<file path="config.mk">
export PLATFORM = sky130hd
export DESIGN_NAME = sceneChange
export DESIGN_NICKNAME = d
export VERILOG_FILES = /design/src/source/sceneChangePkg.sv /design/src/source/dotSquareGen.sv /design/src/source/pixelFifo.sv /design/src/source/sceneChange.sv /design/src/source/sceneChangeRegs.sv /design/src/source/squarePosGen.sv
export SDC_FILE = /design/constraint.sdc
export NUM_CORES = 1
export LEC_CHECK = 0
export BUFFER_PORTS_ARGS = -buffer_cell sky130_fd_sc_hd__buf_2
export CORE_MARGIN = 2
export CORE_UTILIZATION = 60
export DETAILED_ROUTE_END_ITERATION = 6
export PLACE_DENSITY = 0.77
export SYNTH_ARGS = -nofsm -noshare
export SYNTH_HDL_FRONTEND = slang
export SYNTH_SLANG_ARGS = --single-unit
</file>
<file path="constraint.sdc">
create_clock -name iClk -period 10.83 [get_ports iClk]
set_input_delay 0.5415 -clock iClk [delete_from_list [all_inputs] [get_ports iClk]]
set_output_delay 0.5415 -clock iClk [all_outputs]
set_load 0.05 [all_outputs]
</file>
<file path="src/source/sceneChangePkg.sv">
`default_nettype none

package sceneChangePkg;

	// ------------------------------------------------------------------
	// widths
	// ------------------------------------------------------------------
	localparam int H_POS_W   = 11;            // raster position bits
	localparam int V_POS_W   = 11;
	localparam int H_COORD_W = H_POS_W + 1;   // one extra bit for the sign
	localparam int V_COORD_W = V_POS_W + 1;
	localparam int COLOR_W   = 16;
	localparam int GAIN_W    = 7;
	localparam int ADDR_W    = 3;

	// raster positions straight from upstream, unsigned
	typedef logic [H_POS_W-1:0] hPosT;
	typedef logic [V_POS_W-1:0] vPosT;

	// edges and display size, signed so the centre math can go below zero
	typedef logic signed [H_COORD_W-1:0] hCoordT;
	typedef logic signed [V_COORD_W-1:0] vCoordT;

	typedef logic [COLOR_W-1:0] colorT;   // rgb565 style dot
	typedef logic [GAIN_W-1:0]  gainT;    // half size step per frame
	typedef logic [ADDR_W-1:0]  regAddrT;

	// ------------------------------------------------------------------
	// register map
	// ------------------------------------------------------------------
	localparam regAddrT ADDR_COLOR = 3'd0;
	localparam regAddrT ADDR_HDISP = 3'd1;
	localparam regAddrT ADDR_VDISP = 3'd2;
	localparam regAddrT ADDR_GAINX = 3'd3;
	localparam regAddrT ADDR_GAINY = 3'd4;
	localparam regAddrT ADDR_CTRL  = 3'd5;   // 6 and 7 unused

	localparam int CTRL_RESTART_BIT = 0;     // write 1 here to restart

	// reset values of the config registers
	localparam hCoordT HDISP_RST = 12'sd640;
	localparam vCoordT VDISP_RST = 12'sd480;
	localparam gainT   GAIN_RST  = 7'd8;
	localparam colorT  COLOR_RST = 16'h0000;

	// output fifo
	localparam int FIFO_DEPTH = 16;
	localparam int FIFO_AW    = 4;           // log2 of depth

endpackage

`default_nettype wire

</file>
<file path="src/source/dotSquareGen.sv">
`default_nettype none

module dotSquareGen (
	input  wire logic                   iClk,
	input  wire logic                   arstN,
	input  wire sceneChangePkg::hPosT   iHpos,
	input  wire sceneChangePkg::vPosT   iVpos,
	input  wire sceneChangePkg::colorT  color,
	input  wire sceneChangePkg::hCoordT leftX,
	input  wire sceneChangePkg::hCoordT rightX,
	input  wire sceneChangePkg::vCoordT topY,
	input  wire sceneChangePkg::vCoordT underY,
	output sceneChangePkg::colorT       pixel
);

	sceneChangePkg::hCoordT hPos;   // position widened to signed
	sceneChangePkg::vCoordT vPos;
	logic                   insideH;
	logic                   insideV;

	// positions are unsigned, so the cast puts a zero on top
	assign hPos = sceneChangePkg::hCoordT'(iHpos);
	assign vPos = sceneChangePkg::vCoordT'(iVpos);

	// half open box, right and under edges excluded
	assign insideH = (hPos >= leftX) && (hPos < rightX);
	assign insideV = (vPos >= topY) && (vPos < underY);

	// ------------------------------------------------------------------
	// registered dot
	// ------------------------------------------------------------------
	always_ff @(posedge iClk or negedge arstN)
	begin
		if (!arstN)
			pixel <= '0;
		else if (insideH && insideV)
			pixel <= color;
		else
			pixel <= '0;   // black outside
	end

endmodule

`default_nettype wire

</file>
<file path="src/source/pixelFifo.sv">
`default_nettype none

module pixelFifo (
	input  wire logic                  iClk,
	input  wire logic                  arstN,
	// write side
	input  wire sceneChangePkg::colorT wData,
	input  wire logic                  we,
	output logic                       full,
	// read side
	output sceneChangePkg::colorT      rData,
	output logic                       rValid,   // rData valid one cycle after re
	input  wire logic                  re,
	output logic                       empty
);

	sceneChangePkg::colorT              mem [sceneChangePkg::FIFO_DEPTH];
	logic [sceneChangePkg::FIFO_AW:0]   wPtr;     // msb is the wrap bit
	logic [sceneChangePkg::FIFO_AW:0]   rPtr;
	logic                               doWrite;
	logic                               doRead;

	// wrap bits tell full from empty when the indexes match
	assign empty = (wPtr == rPtr);
	assign full  = (wPtr[sceneChangePkg::FIFO_AW] != rPtr[sceneChangePkg::FIFO_AW])
		&& (wPtr[sceneChangePkg::FIFO_AW-1:0] == rPtr[sceneChangePkg::FIFO_AW-1:0]);

	assign doWrite = we && !full;
	assign doRead  = re && !empty;   // read on empty is dropped

	// ------------------------------------------------------------------
	// pointers and read valid
	// ------------------------------------------------------------------
	always_ff @(posedge iClk or negedge arstN)
	begin
		if (!arstN)
		begin
			wPtr   <= '0;
			rPtr   <= '0;
			rValid <= 1'b0;
		end
		else
		begin
			if (doWrite)
				wPtr <= wPtr + 1'b1;
			if (doRead)
				rPtr <= rPtr + 1'b1;
			rValid <= doRead;
		end
	end

	// storage
	always_ff @(posedge iClk)
	begin
		if (doWrite)
			mem[wPtr[sceneChangePkg::FIFO_AW-1:0]] <= wData;
	end

	// read data register holds between reads
	always_ff @(posedge iClk)
	begin
		if (doRead)
			rData <= mem[rPtr[sceneChangePkg::FIFO_AW-1:0]];
	end

	// ------------------------------------------------------------------
	// checks
	// ------------------------------------------------------------------
	noWriteFull: assert property (@(posedge iClk) disable iff (!arstN)
		we |-> !full)
		else $error("pixelFifo: write while full");

endmodule

`default_nettype wire

</file>
<file path="src/source/sceneChange.sv">
`default_nettype none

module sceneChange (
	input  wire logic                    iClk,
	input  wire logic                    arstN,
	// config writes
	input  wire logic                    regWe,
	input  wire sceneChangePkg::regAddrT regAddr,
	input  wire sceneChangePkg::colorT   regWdata,
	// raster from upstream
	input  wire sceneChangePkg::hPosT    iHpos,
	input  wire sceneChangePkg::vPosT    iVpos,
	input  wire logic                    iFe,     // frame end
	input  wire logic                    iEds,    // position valid this cycle
	// dot output
	output logic                         oFull,
	output logic                         oVdd,
	output sceneChangePkg::colorT        oDd,
	output logic                         oEmp,
	input  wire logic                    iEdd     // read request
);

	sceneChangePkg::colorT  color;
	sceneChangePkg::hCoordT hDisplay;
	sceneChangePkg::vCoordT vDisplay;
	sceneChangePkg::gainT   gainX;
	sceneChangePkg::gainT   gainY;
	logic                   restart;
	sceneChangePkg::hCoordT leftX;
	sceneChangePkg::hCoordT rightX;
	sceneChangePkg::vCoordT topY;
	sceneChangePkg::vCoordT underY;
	sceneChangePkg::colorT  pixel;     // one cycle behind iHpos/iVpos
	logic                   rWe;       // iEds lined up with pixel

	// ------------------------------------------------------------------
	// config and rectangle
	// ------------------------------------------------------------------
	sceneChangeRegs u_regs (
		.iClk(iClk), .arstN(arstN),
		.regWe(regWe), .regAddr(regAddr), .regWdata(regWdata),
		.color(color), .hDisplay(hDisplay), .vDisplay(vDisplay),
		.gainX(gainX), .gainY(gainY), .restart(restart)
	);

	squarePosGen u_posGen (
		.iClk(iClk), .arstN(arstN),
		.hDisplay(hDisplay), .vDisplay(vDisplay),
		.gainX(gainX), .gainY(gainY), .iFe(iFe), .restart(restart),
		.leftX(leftX), .rightX(rightX), .topY(topY), .underY(underY)
	);

	dotSquareGen u_dotGen (
		.iClk(iClk), .arstN(arstN),
		.iHpos(iHpos), .iVpos(iVpos), .color(color),
		.leftX(leftX), .rightX(rightX), .topY(topY), .underY(underY),
		.pixel(pixel)
	);

	// ------------------------------------------------------------------
	// output fifo, aligns with the other dot generators
	// ------------------------------------------------------------------
	always_ff @(posedge iClk or negedge arstN)
	begin
		if (!arstN)
			rWe <= 1'b0;
		else
			rWe <= iEds;   // dot reg adds one cycle
	end

	pixelFifo u_fifo (
		.iClk(iClk), .arstN(arstN),
		.wData(pixel), .we(rWe), .full(oFull),
		.rData(oDd), .rValid(oVdd), .re(iEdd), .empty(oEmp)
	);

	// source holds off on full and never back to back, so rWe never meets full
	srcRule: assert property (@(posedge iClk) disable iff (!arstN)
		iEds |-> !oFull && !rWe)
		else $error("sceneChange: iEds while full or write pending");

endmodule

`default_nettype wire

</file>
<file path="src/source/sceneChangeRegs.sv">
`default_nettype none

module sceneChangeRegs (
	input  wire logic                    iClk,
	input  wire logic                    arstN,
	// write port
	input  wire logic                    regWe,
	input  wire sceneChangePkg::regAddrT regAddr,
	input  wire sceneChangePkg::colorT   regWdata,
	// config out
	output sceneChangePkg::colorT        color,
	output sceneChangePkg::hCoordT       hDisplay,
	output sceneChangePkg::vCoordT       vDisplay,
	output sceneChangePkg::gainT         gainX,
	output sceneChangePkg::gainT         gainY,
	output logic                         restart
);

	logic ctrlHit;   // write to the control address with restart bit set

	assign ctrlHit = regWe && (regAddr == sceneChangePkg::ADDR_CTRL)
		&& regWdata[sceneChangePkg::CTRL_RESTART_BIT];

	// ------------------------------------------------------------------
	// config registers
	// ------------------------------------------------------------------
	always_ff @(posedge iClk or negedge arstN)
	begin
		if (!arstN)
		begin
			color    <= sceneChangePkg::COLOR_RST;
			hDisplay <= sceneChangePkg::HDISP_RST;
			vDisplay <= sceneChangePkg::VDISP_RST;
			gainX    <= sceneChangePkg::GAIN_RST;
			gainY    <= sceneChangePkg::GAIN_RST;
		end
		else if (regWe)
		begin
			case (regAddr)
				sceneChangePkg::ADDR_COLOR: color <= regWdata;
				// sizes use the low bits only
				sceneChangePkg::ADDR_HDISP: hDisplay <= regWdata[sceneChangePkg::H_COORD_W-1:0];
				sceneChangePkg::ADDR_VDISP: vDisplay <= regWdata[sceneChangePkg::V_COORD_W-1:0];
				sceneChangePkg::ADDR_GAINX: gainX <= regWdata[sceneChangePkg::GAIN_W-1:0];
				sceneChangePkg::ADDR_GAINY: gainY <= regWdata[sceneChangePkg::GAIN_W-1:0];
				default: ;   // ctrl handled below, 6/7 dropped
			endcase
		end
	end

	// single cycle restart, high the cycle after the write edge
	always_ff @(posedge iClk or negedge arstN)
	begin
		if (!arstN)
			restart <= 1'b0;
		else
			restart <= ctrlHit;
	end

endmodule

`default_nettype wire

</file>
<file path="src/source/squarePosGen.sv">
`default_nettype none

module squarePosGen (
	input  wire logic                   iClk,
	input  wire logic                   arstN,
	input  wire sceneChangePkg::hCoordT hDisplay,
	input  wire sceneChangePkg::vCoordT vDisplay,
	input  wire sceneChangePkg::gainT   gainX,
	input  wire sceneChangePkg::gainT   gainY,
	input  wire logic                   iFe,        // frame end strobe
	input  wire logic                   restart,
	output sceneChangePkg::hCoordT      leftX,
	output sceneChangePkg::hCoordT      rightX,
	output sceneChangePkg::vCoordT      topY,
	output sceneChangePkg::vCoordT      underY
);

	sceneChangePkg::hCoordT centreX;   // display centre
	sceneChangePkg::vCoordT centreY;
	sceneChangePkg::hCoordT halfW;     // current half width
	sceneChangePkg::vCoordT halfH;
	sceneChangePkg::hCoordT sumW;      // half size after one more step
	sceneChangePkg::vCoordT sumH;
	sceneChangePkg::hCoordT nextW;     // clamped at the centre
	sceneChangePkg::vCoordT nextH;

	assign centreX = hDisplay >>> 1;
	assign centreY = vDisplay >>> 1;

	// gains are unsigned, the cast zero extends
	assign sumW = halfW + sceneChangePkg::hCoordT'(gainX);
	assign sumH = halfH + sceneChangePkg::vCoordT'(gainY);

	assign nextW = (sumW > centreX) ? centreX : sumW;   // saturate
	assign nextH = (sumH > centreY) ? centreY : sumH;

	// ------------------------------------------------------------------
	// half size growth, one step per frame
	// ------------------------------------------------------------------
	always_ff @(posedge iClk or negedge arstN)
	begin
		if (!arstN)
		begin
			halfW <= '0;
			halfH <= '0;
		end
		else if (restart)   // beats a frame end in the same cycle
		begin
			halfW <= '0;
			halfH <= '0;
		end
		else if (iFe)
		begin
			halfW <= nextW;
			halfH <= nextH;
		end
	end

	// edges, one cycle behind the half sizes
	always_ff @(posedge iClk or negedge arstN)
	begin
		if (!arstN)
		begin
			leftX  <= '0;
			rightX <= '0;
			topY   <= '0;
			underY <= '0;
		end
		else
		begin
			leftX  <= centreX - halfW;
			rightX <= centreX + halfW;
			topY   <= centreY - halfH;
			underY <= centreY + halfH;
		end
	end

	// box never inverted, even while the display size is reprogrammed
	edgeOrder: assert property (@(posedge iClk) disable iff (!arstN)
		(leftX <= rightX) && (topY <= underY))
		else $error("squarePosGen: edges crossed left %h right %h", leftX, rightX);

endmodule

`default_nettype wire
</file>
* Yosys cells after proc, flatten, opt, wreduce, memory -nomap -nowiden
Memories as Yosys holds them, arrays and structs flattened. A register that Yosys moved wholly into a read port is not among the register bits. Cells that the tools add are included.
Storage, ports and cells: register bits 155, RAM bits 256, input bits 47, output and inout bits 19, word-level logic and storage cells 66, memories 1
Cells by class: $add $sub $neg 8, magnitude comparators 6, equal/unequal tests 8, muxes and demuxes 9, reductions and logical operators 17
Memories:
- u_fifo.mem | words 16, bits a word 16, read ports 1, clocked after Yosys merged registers in 1, write ports 1, RTL line pixelFifo.sv:17 | sceneChangePkg::colorT mem [sceneChangePkg::FIFO_DEPTH];
Operator list (number):
- $mux W12 | 6
- $add A11 B12 Y12 | 2
- $add A12 B8 Y12 | 2
- $ge A12 B12 Y1 | 2
- $gt A12 B11 Y1 | 2
- $lt A12 B12 Y1 | 2
- $sub A11 B12 Y12 | 2
- $mux W16 | 1
- $add A5 B1 Y5 const B | 2
- $reduce_and A2 Y1 | 5
- $logic_and A1 B1 Y1 | 8
- $eq A3 B2 Y1 const B | 2
- $eq A3 B3 Y1 const B | 2
- $eq A5 B5 Y1 | 1
- $eq A4 B4 Y1 | 1
- $eq A3 B1 Y1 const B | 1
- $logic_not A3 Y1 | 1
- $logic_not A1 Y1 | 2
- $mux W1 | 2
- $reduce_bool A2 Y1 | 1
- $ne A1 B1 Y1 | 1

* Longest topological paths before layout
Gate-level depths: netlist (run 1).
depth after elaboration 6, mapped depth 15, mapped depth without buffers 14

* Hierarchy
A second synthesis (run 1) with hierarchy kept.
Second synthesis, totals: cell total of the unflattened synthesis 1484, area total of the unflattened synthesis 20644.8 µm²
Modules (own cells, without submodules):
- pixelFifo | instances 1, cells an instance 490, area an instance 10795.4 µm², seq. area each 8443.1 µm²
- squarePosGen | instances 1, cells an instance 672, area an instance 5979.5 µm², seq. area each 1751.7 µm²
- sceneChangeRegs | instances 1, cells an instance 120, area an instance 2100.8 µm², seq. area each 1386.3 µm²
- dotSquareGen | instances 1, cells an instance 201, area an instance 1744.2 µm², seq. area each 400.4 µm²
- sceneChange | instances 1, cells an instance 1, area an instance 25.0 µm², seq. area each 25.0 µm²

* Least setup slack after synthesis (run 1)
OpenSTA, ideal clock, no wires.
path type register -> register, from register u_regs.gainX[3], to register u_posGen.halfW[7], setup time 82 ps, arrival 3712 ps, data required time 10748 ps, setup slack 7036 ps, cell stages (with the launch flop) 16, path buffers 1, period minus slack after synthesis 3794 ps, cells stage by stage dfstp_2 -> ha_1 -> a21oi_1 -> nor2b_1 -> a311o_1 -> o22ai_1 -> nor2_1 -> xor2_1 -> ha_1 -> nand4_2 -> o31a_1 -> o311a_2 -> or2_4 -> buf_6 -> or4_1 -> a31oi_1
Between the ends: longest elaborated chain between the ends 5
Ends and longest elaborated chain:
- from (decl) | RTL line sceneChangeRegs.sv:14 | output sceneChangePkg::gainT gainX,
- from (signal assigned) | RTL line sceneChangeRegs.sv:34 | gainX <= sceneChangePkg::GAIN_RST;
- from (signal assigned) | RTL line sceneChangeRegs.sv:44 | sceneChangePkg::ADDR_GAINX: gainX <= regWdata[sceneChangePkg::GAIN_W-1:0];
- $add A12 B8 Y12 * | RTL line squarePosGen.sv:31 | assign sumW = halfW + sceneChangePkg::hCoordT'(gainX);
- $gt A12 B11 Y1 | RTL line squarePosGen.sv:34 | assign nextW = (sumW > centreX) ? centreX : sumW;
- $mux W12 * | RTL line squarePosGen.sv:34
- $mux W12 * | RTL line squarePosGen.sv:52 | else if (iFe)
- $mux W12 * | RTL line squarePosGen.sv:47 | else if (restart)
- to (signal assigned) | RTL line squarePosGen.sv:54 | halfW <= nextW;
- to (decl) | RTL line squarePosGen.sv:20 | sceneChangePkg::hCoordT halfW;
Mark *: on every way between the ends. The rest lies on a longest branch, timed or not. The select of a mux whose other input is x is not followed. A chain may end at the register's enable or synchronous reset.

* Worst setup path in the final report (run 1)
from register u_posGen.halfH[1], to register u_posGen.halfH[2]
Between the ends: longest elaborated chain between the ends 5
Ends and longest elaborated chain:
- from (decl) | RTL line squarePosGen.sv:21 | sceneChangePkg::vCoordT halfH;
- from (signal assigned) | RTL line squarePosGen.sv:55 | halfH <= nextH;
- $add A12 B8 Y12 * | RTL line squarePosGen.sv:32 | assign sumH = halfH + sceneChangePkg::vCoordT'(gainY);
- $gt A12 B11 Y1 | RTL line squarePosGen.sv:35 | assign nextH = (sumH > centreY) ? centreY : sumH;
- $mux W12 * | RTL line squarePosGen.sv:35
- $mux W12 * | RTL line squarePosGen.sv:52
- $mux W12 * | RTL line squarePosGen.sv:47
Marks and branches as above.

==> results of run 1 <==
==> power groups by stage <==
| stage | Combinational, mW | Clock [mW] | Sequential (mW) |
|---|---|---|---|
| after floorplan | 2.05 | 0 | 2.40 |
| after global placement | 2.71 | 0 | 2.36 |
| after detailed placement | 2.78 | 0 | 2.38 |
| after CTS | 2.82 | 1.54 | 2.36 |
| after global routing | 3.13 | 1.60 | 2.40 |
| final | 2.82 | 1.51 | 2.36 |
==> synthesized netlist by cell type, types with 13 or more instances <==
cell and n:
edfxtp_1 272, dfrtp_1 143, inv_1 140, ha_1 129
nand2_1 87, nor2_1 81, mux4_2 80, o21ai_0 74
nor3_1 49, xnor2_1 45, clkbuf_1 39, a21oi_1 37
xor2_1 22, nand3_1 20, mux2_2 15, nor4_1 13
==> cell families after synthesis <==
| kind of cell | after synthesis |
|---|---|
| and+or+nand+nor | 323 |
| muxes | 97 |
| AOI/OAI and AO/OA | 223 |
| adders and majority gates | 135 |
| DFF | 423 |
| buffers and inverters | 195 |
| xor gates and xnor gates | 67 |
==> area by class of cell <==
cell class	count	area share
Multi-Input combinational cell	845	0.3287
Clock buffer	56	0.05118
Timing Repair Buffer	92	0.02388
Inverter	141	0.02366
Clock inverter	22	0.01286
Tap cell	442	0.02472
Antenna cell	2	0.0002237
Sequential cell	423	0.5347
==> per-layer routing <==
metal	vias up	wire length, µm	global-route usage
met3	87	2687	0.03385
met1	6162	17330	0.3408
li1	5587	-	-
met5	-	0	0
met2	411	24690	0.4980
met4	0	1301	0.08150
==> flip-flops by register name, indices dropped and copies added (netlist names), 5 cells and up <==
register,cells
u_dotGen.pixel,16
u_fifo.mem,256
u_fifo.rData,16
u_fifo.rPtr,5
u_fifo.wPtr,5
u_posGen.halfH,12
u_posGen.halfW,12
u_posGen.leftX,11
u_posGen.rightX,12
u_posGen.topY,12
u_posGen.underY,11
u_regs.color,16
u_regs.gainX,7
u_regs.gainY,7
u_regs.hDisplay,11
u_regs.vDisplay,11
==> worst reg2reg max path, cell delays in order (launching register included) <==
cell	delay (ns)
dfrtp_1	0.47
ha_1	0.31
a21oi_1	0.20
nor2_1	0.10
o31ai_2	0.55
nor3_1	0.14
or2_2	0.30
ha_1	0.34
and4_1	0.26
and3_1	0.19
a21boi_2	0.18
o31ai_1	0.66
buf_4	0.28
nor3_1	0.06
a311o_1	0.33
==> how the worst max path moves through the flow <==
| stage | endpoint | depth (start not counted) | slack, ns |
|---|---|---|---|
| final | u_posGen.halfH[2] | 14 | 6.35 |
| after floorplan | u_posGen.halfW[7] | 15 | 7.04 |
| after global routing | u_posGen.halfW[6] | 14 | 5.91 |
| after detailed placement | u_posGen.halfW[5] | 14 | 6.44 |
| after global placement | u_posGen.halfH[2] | 14 | 6.55 |
| after CTS | u_posGen.halfW[5] | 14 | 6.41 |
==> per-stage QoR <==
stage                     total power, mW  setup slack (ns)  area (µm²)
after global placement              5.070             6.548       20930
final                               6.693             6.350       22370
after detailed placement            5.167             6.437       20930
after CTS                           6.718             6.413       22360
after global routing                7.124             5.907       22370
after floorplan                     4.451             7.036       20040
==> cell usage in the layout (no fill, tap or decap), types with 6 or more instances in the layout <==
| master | instances |
|---|---|
| a211oi_1 | 7 |
| a21o_1 | 9 |
| a21oi_1 | 37 |
| a311oi_1 | 8 |
| a31oi_1 | 7 |
| buf_2 | 64 |
| buf_4 | 27 |
| bufinv_16 | 6 |
| clkbuf_1 | 11 |
| clkbuf_16 | 43 |
| clkinv_1 | 6 |
| dfrtp_1 | 141 |
| dfstp_2 | 8 |
| edfxtp_1 | 272 |
| fa_1 | 6 |
| ha_1 | 129 |
| inv_1 | 140 |
| mux2_2 | 15 |
| mux4_2 | 80 |
| nand2_1 | 87 |
| nand2b_1 | 12 |
| nand3_1 | 20 |
| nand4_1 | 11 |
| nor2_1 | 81 |
| nor2b_1 | 11 |
| nor3_1 | 45 |
| nor4_1 | 13 |
| o211ai_1 | 7 |
| o21a_1 | 6 |
| o21ai_0 | 74 |
| o21bai_1 | 6 |
| o22ai_1 | 7 |
| o311ai_0 | 7 |
| or2_2 | 6 |
| or3_1 | 10 |
| xnor2_1 | 45 |
| xor2_1 | 22 |
==> impl_metrics.toml, run 1 <==
[status]
outcome = "completed"

[sta]
period_utilization = 0.4137
setup_tns_ns = 0
final-max-slew-violation-count = 0
setup_viol = 0
fmax_ghz = 0.2232
period_needed_ns = 4.480
whs_ns = 0.03077
tightest_slew_ns = 1.220
report.final.hold_viol_count = 0
timing.max_slew.rel_slack = 0.1803
fin_worst_skew_ns = 0.02178
rsz0062_at_grt = "no"

[synthesis]
ys_seq_elements = 423
number_of_flops_mapped_to_enable_cells_by_yosys = 272
synth.area.top_cells = "edfxtp_1 (41%), dfrtp_1 (18%), mux4_2 (9.0%), ha_1 (8.1%), inv_1 (2.6%)"
postSynth.topFlopCell = "edfxtp_1"
yosysTopAreaCellShare = 0.4076
cell_type_with_the_highest_aggregate_area_in_the_netlist = "edfxtp_1"
syn_avg_cell_area_um2 = 13.70
synth_compound_area_frac = 0.07361
synthesis.area_um2 = 20040
ys_warn_count = 0
synth.net_count = 1645
post_synth_simple_gate_area = 0.07692
yosys-mux-area-fraction = 0.09934
netlist_instances = 1463
main_combinational_cell_family_by_area_after_synthesis = "multiplexers"
synth_xor_area_frac = 0.02928
synth_sequential_area_ratio = 0.5967
post_synth_num_cell_types = 69
post_synth_fa_ha_maj_area_fraction = 0.08654
synth-async-reset-ratio = 0.3570

[drt]
drt-vias-per-instance = 6.054
drt_wl_total_um = 46010
drt-initial-drc-count = 1073
route.vias.total = 12247
number_of_remaining_drc_errors = 0
wire_per_inst_um = 22.74
drt_pre_antenna_iters = 5
drtAntennaViolNets = 0

[floorplanning]
die_height_um = 186.8
floorplan.die_area_um2 = 34880
die_width_um = 186.8
std_cell_rows = 66
core_area_um2 = 32700
boundaryPins = 66
start_util = 0.6128

[place]
hpwl_reported_at_the_end_of_detailed_placement_um = 29320
place_inst = 1943
globalplace.congestion = 0.9411
port_buffers = 65

[finish]
nNetsFinal = 1728
finalNonFillerCells = 2023
seqCellArea_um2 = 11960
final_util = 0.6840
multi_input_comb_area_um2 = 7353
post_route_cells_drive_above_1_share = 0.1773
n_fill_cell = 2341
area_growth_syn_to_layout_pct = 11.63

[critical_path]
largest_driver_fanout_on_the_critical_path = 8
cp.buffers_inverters = 1
ff2ff_setup_slack_ns = 6.35
worst_setup_path_start_kind = "flip-flop"
critPathArrivalTime_ns = 4.89
kind_of_cell_adding_the_most_delay_to_the_critical_path = "compound AO/OA/AOI/OAI gates"
reg2reg_depth = 14
worstPathRequired_ns = 11.24
critPathKind = "reg -> reg"
crit_path_max_incr_delay_ns = 0.66
timing.critical_path.cells = "ha_1 -> a21oi_1 -> nor2_1 -> o31ai_2 -> nor3_1 -> or2_2 -> ha_1 -> and4_1 -> and3_1 -> a21boi_2 -> o31ai_1 -> buf_4 -> nor3_1 -> a311o_1"
startpoint = "u_posGen.halfH[1]"
worstSetupEndpointType = "flip-flop"
rr_endpoint = "u_posGen.halfH[2]"
crit_path_top_delay_cell = "o31ai_1"
worst_r2r_startpoint = "u_posGen.halfH[1]"

[global_route]
grtUsageTotal = 0.2726
grt_pass1_vias = 12896
pin_count_of_the_biggest_net_entering_global_routing = 80
initial_antenna_violation_count = 2
wire_length_of_the_first_global_routing_pass_um = 72940
globalRouteOverflowTotal = 0

[power]
seq_power_share = 0.353
p_clk_frac = 0.226
pwr_density_cell_nw_per_um2 = 299.2
total_leakage_power_nw = 8.920
share_comb_of_total_power = 0.421
ir_drop_mv = 0.2005
p_int_mw = 4.215
share_of_total_power_consumed_by_net_switching = 0.3702
total_switching_power_mw = 2.478

[clocking]
worstSkewPairLatency_ns = 0.54
hold_buffers = 0
postCtsResizedCells = 0
cts_post_setup_buffers_inserted = 0
clock_sinks = 423
clk_pin_slew_ns = 0.06
cts.root.buffer_cell = "clkbuf_16"
cts-htree-levels = 2
cts_made_buffers = 43
cts_tree = "yes"
clk_path_buf_depth = 3

[job]
maxCapViolations = 0

[hold_path]
hold_path.class = "in -> async"
Power figures use the tool's default switching activity.
==> run 2: changes to the inputs <==
==> constraint.sdc (replaced) <==
create_clock -name iClk -period 4.2 [get_ports iClk]
set_input_delay 0.21 -clock iClk [delete_from_list [all_inputs] [get_ports iClk]]
set_output_delay 0.21 -clock iClk [all_outputs]
set_load 0.05 [all_outputs]
==> impl_metrics.toml, run 2 (synthesized netlist as in run 1, its figures left out) <==
[drt]
number_of_remaining_drc_errors = 0
route.vias.total = 12280
drt-vias-per-instance = 6.002
drt_wl_total_um = 45840
drtAntennaViolNets = 0
drt-initial-drc-count = 1038
wire_per_inst_um = 22.41
drt_pre_antenna_iters = 5

[sta]
final-max-slew-violation-count = 0
fmax_ghz = 0.2518
period_utilization = 0.9455
timing.max_slew.rel_slack = 0.2360
report.final.hold_viol_count = 0
fin_worst_skew_ns = 0.02173
period_needed_ns = 3.971
rsz0062_at_grt = "no"
setup_tns_ns = 0
setup_viol = 0
tightest_slew_ns = 1.142

[clocking]
clk_pin_slew_ns = 0.06
cts-htree-levels = 2
clock_sinks = 423
cts_tree = "yes"
clk_path_buf_depth = 3
cts.root.buffer_cell = "clkbuf_16"
cts_post_setup_buffers_inserted = 0
cts_made_buffers = 43
worstSkewPairLatency_ns = 0.56

[floorplanning]
die_width_um = 186.8
start_util = 0.6128
die_height_um = 186.8
core_area_um2 = 32700
boundaryPins = 66
std_cell_rows = 66
floorplan.die_area_um2 = 34880

[critical_path]
crit_path_max_incr_delay_ns = 0.47
worst_setup_path_start_kind = "flip-flop"
critPathKind = "reg -> reg"
worstSetupEndpointType = "flip-flop"
crit_path_top_delay_cell = "dfrtp_2"
reg2reg_depth = 13
worstPathRequired_ns = 4.62
rr_endpoint = "u_posGen.halfH[2]"
timing.critical_path.cells = "ha_1 -> a21oi_1 -> nor2_1 -> o31ai_2 -> nor3_1 -> or2_2 -> ha_1 -> and4_1 -> and3_1 -> a21boi_2 -> o31a_2 -> nand2_1 -> a311o_1"
ff2ff_setup_slack_ns = 0.23
critPathArrivalTime_ns = 4.39
largest_driver_fanout_on_the_critical_path = 8
most_frequent_cell_on_the_critical_path = "ha_1"
worst_r2r_startpoint = "u_posGen.halfH[1]"

[job]
maxCapViolations = 0

[finish]
n_antenna_cell = 0
final_util = 0.6877
mostFrequentLayoutCell = "edfxtp_1"
mostFrequentLayoutCells = "edfxtp_1 (272), inv_1 (140), dfrtp_1 (140)"
post_route_cells_drive_above_1_share = 0.1808
nNetsFinal = 1751
largest_register_ffs = 256
area_growth_syn_to_layout_pct = 12.23

[global_route]
wire_length_of_the_first_global_routing_pass_um = 71950
grtUsageTotal = 0.2693
pin_count_of_the_biggest_net_entering_global_routing = 84
grt_pass1_vias = 12707
initial_antenna_violation_count = 0
globalRouteOverflowTotal = 0

[place]
hpwl_reported_at_the_end_of_detailed_placement_um = 29710
port_buffers = 65
globalplace.congestion = 0.9218

[hold_path]
whs_path_depth = 3
holdCritStartpoint = "regWdata[4]"
hold_path.class = "in -> reg"
hold_path_end = "u_regs.hDisplay[4]"

[status]
outcome = "completed"

[power]
pwr_density_cell_nw_per_um2 = 751.7
total_leakage_power_nw = 8.963
ir_drop_mv = 0.5543
[run 2: changes by cell type in the layout (fill, tap and decap cells not counted), moves of 2 or more]
cell,delta
dlygate4sd3_1,+16
bufinv_16,-6
clkinvlp_4,+4
buf_4,+6
clkinv_2,+2
diode_2,-2
clkinv_4,-2
[run 2: routing by layer]
layer | share of wire | vias to the layer above | track usage
li1 | - | 5616 | -
met1 | 0.38 | 6104 | 0.3461
met2 | 0.53 | 469 | 0.4833
met3 | 0.060 | 91 | 0.03122
met4 | 0.027 | 0 | 0.08059
met5 | 0 | - | 0
[run 2: timing repair]
item,CTS,global route
endpoints found under the hold margin,102,0
setup endpoints to repair,0,5
resized for setup,0,2
hold buffers,16,0
[run 2: report_power, final]
part           total, mW  switching, mW  leakage, nW  internal, mW
clock network       3.59           1.62        0.638          1.97
logic               7.20           4.07         3.96          3.13
registers           6.11          0.642         4.36          5.47
total               16.9           6.33         8.96          10.6
[run 2: worst max-delay path, delay by kind of cell (launching register included)]
family                     cells  cell delay [ns]
AOI/OAI and AO/OA              5             1.50
DFF                            1             0.47
and+or+nand+nor                6             1.25
adders and majority gates      2             0.64
[run 2: area by class of cell]
cell class | count | area, µm²
sequential | 423 | 11960
fill | 2284 | 10210
multi-input combinational | 845 | 7358
clock buffer | 57 | 1159
timing repair buffer | 115 | 759.5
tap | 442 | 553.0
inverter | 141 | 529.3
clock inverter | 23 | 168.9
[run 2: how the worst max path moves through the flow]
| stage | startpoint | endpoint | slack, ns | cells past startpoint |
|---|---|---|---|---|
| global route | u_posGen.halfH[0] | u_posGen.halfH[2] | 0.007 | 13 |
| CTS | u_posGen.halfW[0] | u_posGen.halfW[11] | 0.24 | 14 |
| detailed placement | u_posGen.halfW[0] | u_posGen.halfW[11] | 0.27 | 14 |
| floorplan | u_regs.gainX[3] | u_posGen.halfW[7] | 0.41 | 15 |
| global placement | u_posGen.halfW[0] | u_posGen.halfW[11] | 0.35 | 14 |
| finish | u_posGen.halfH[1] | u_posGen.halfH[2] | 0.23 | 13 |
[run 2: per-stage QoR]
step	instance area [µm²]	instances	worst slack (ns)	total power [mW]	hold slack [ns]
after floorplan	20040	1463	0.4064	11.48	-0.08559
after global placement	21000	1950	0.3488	13.10	0.3016
after detailed placement	21000	1950	0.2745	13.34	0.3179
after CTS	22480	2046	0.2379	16.99	0.005567
after global routing	22490	2046	0.006554	18.02	0.03482
final	22490	2046	0.2290	16.91	0.02096
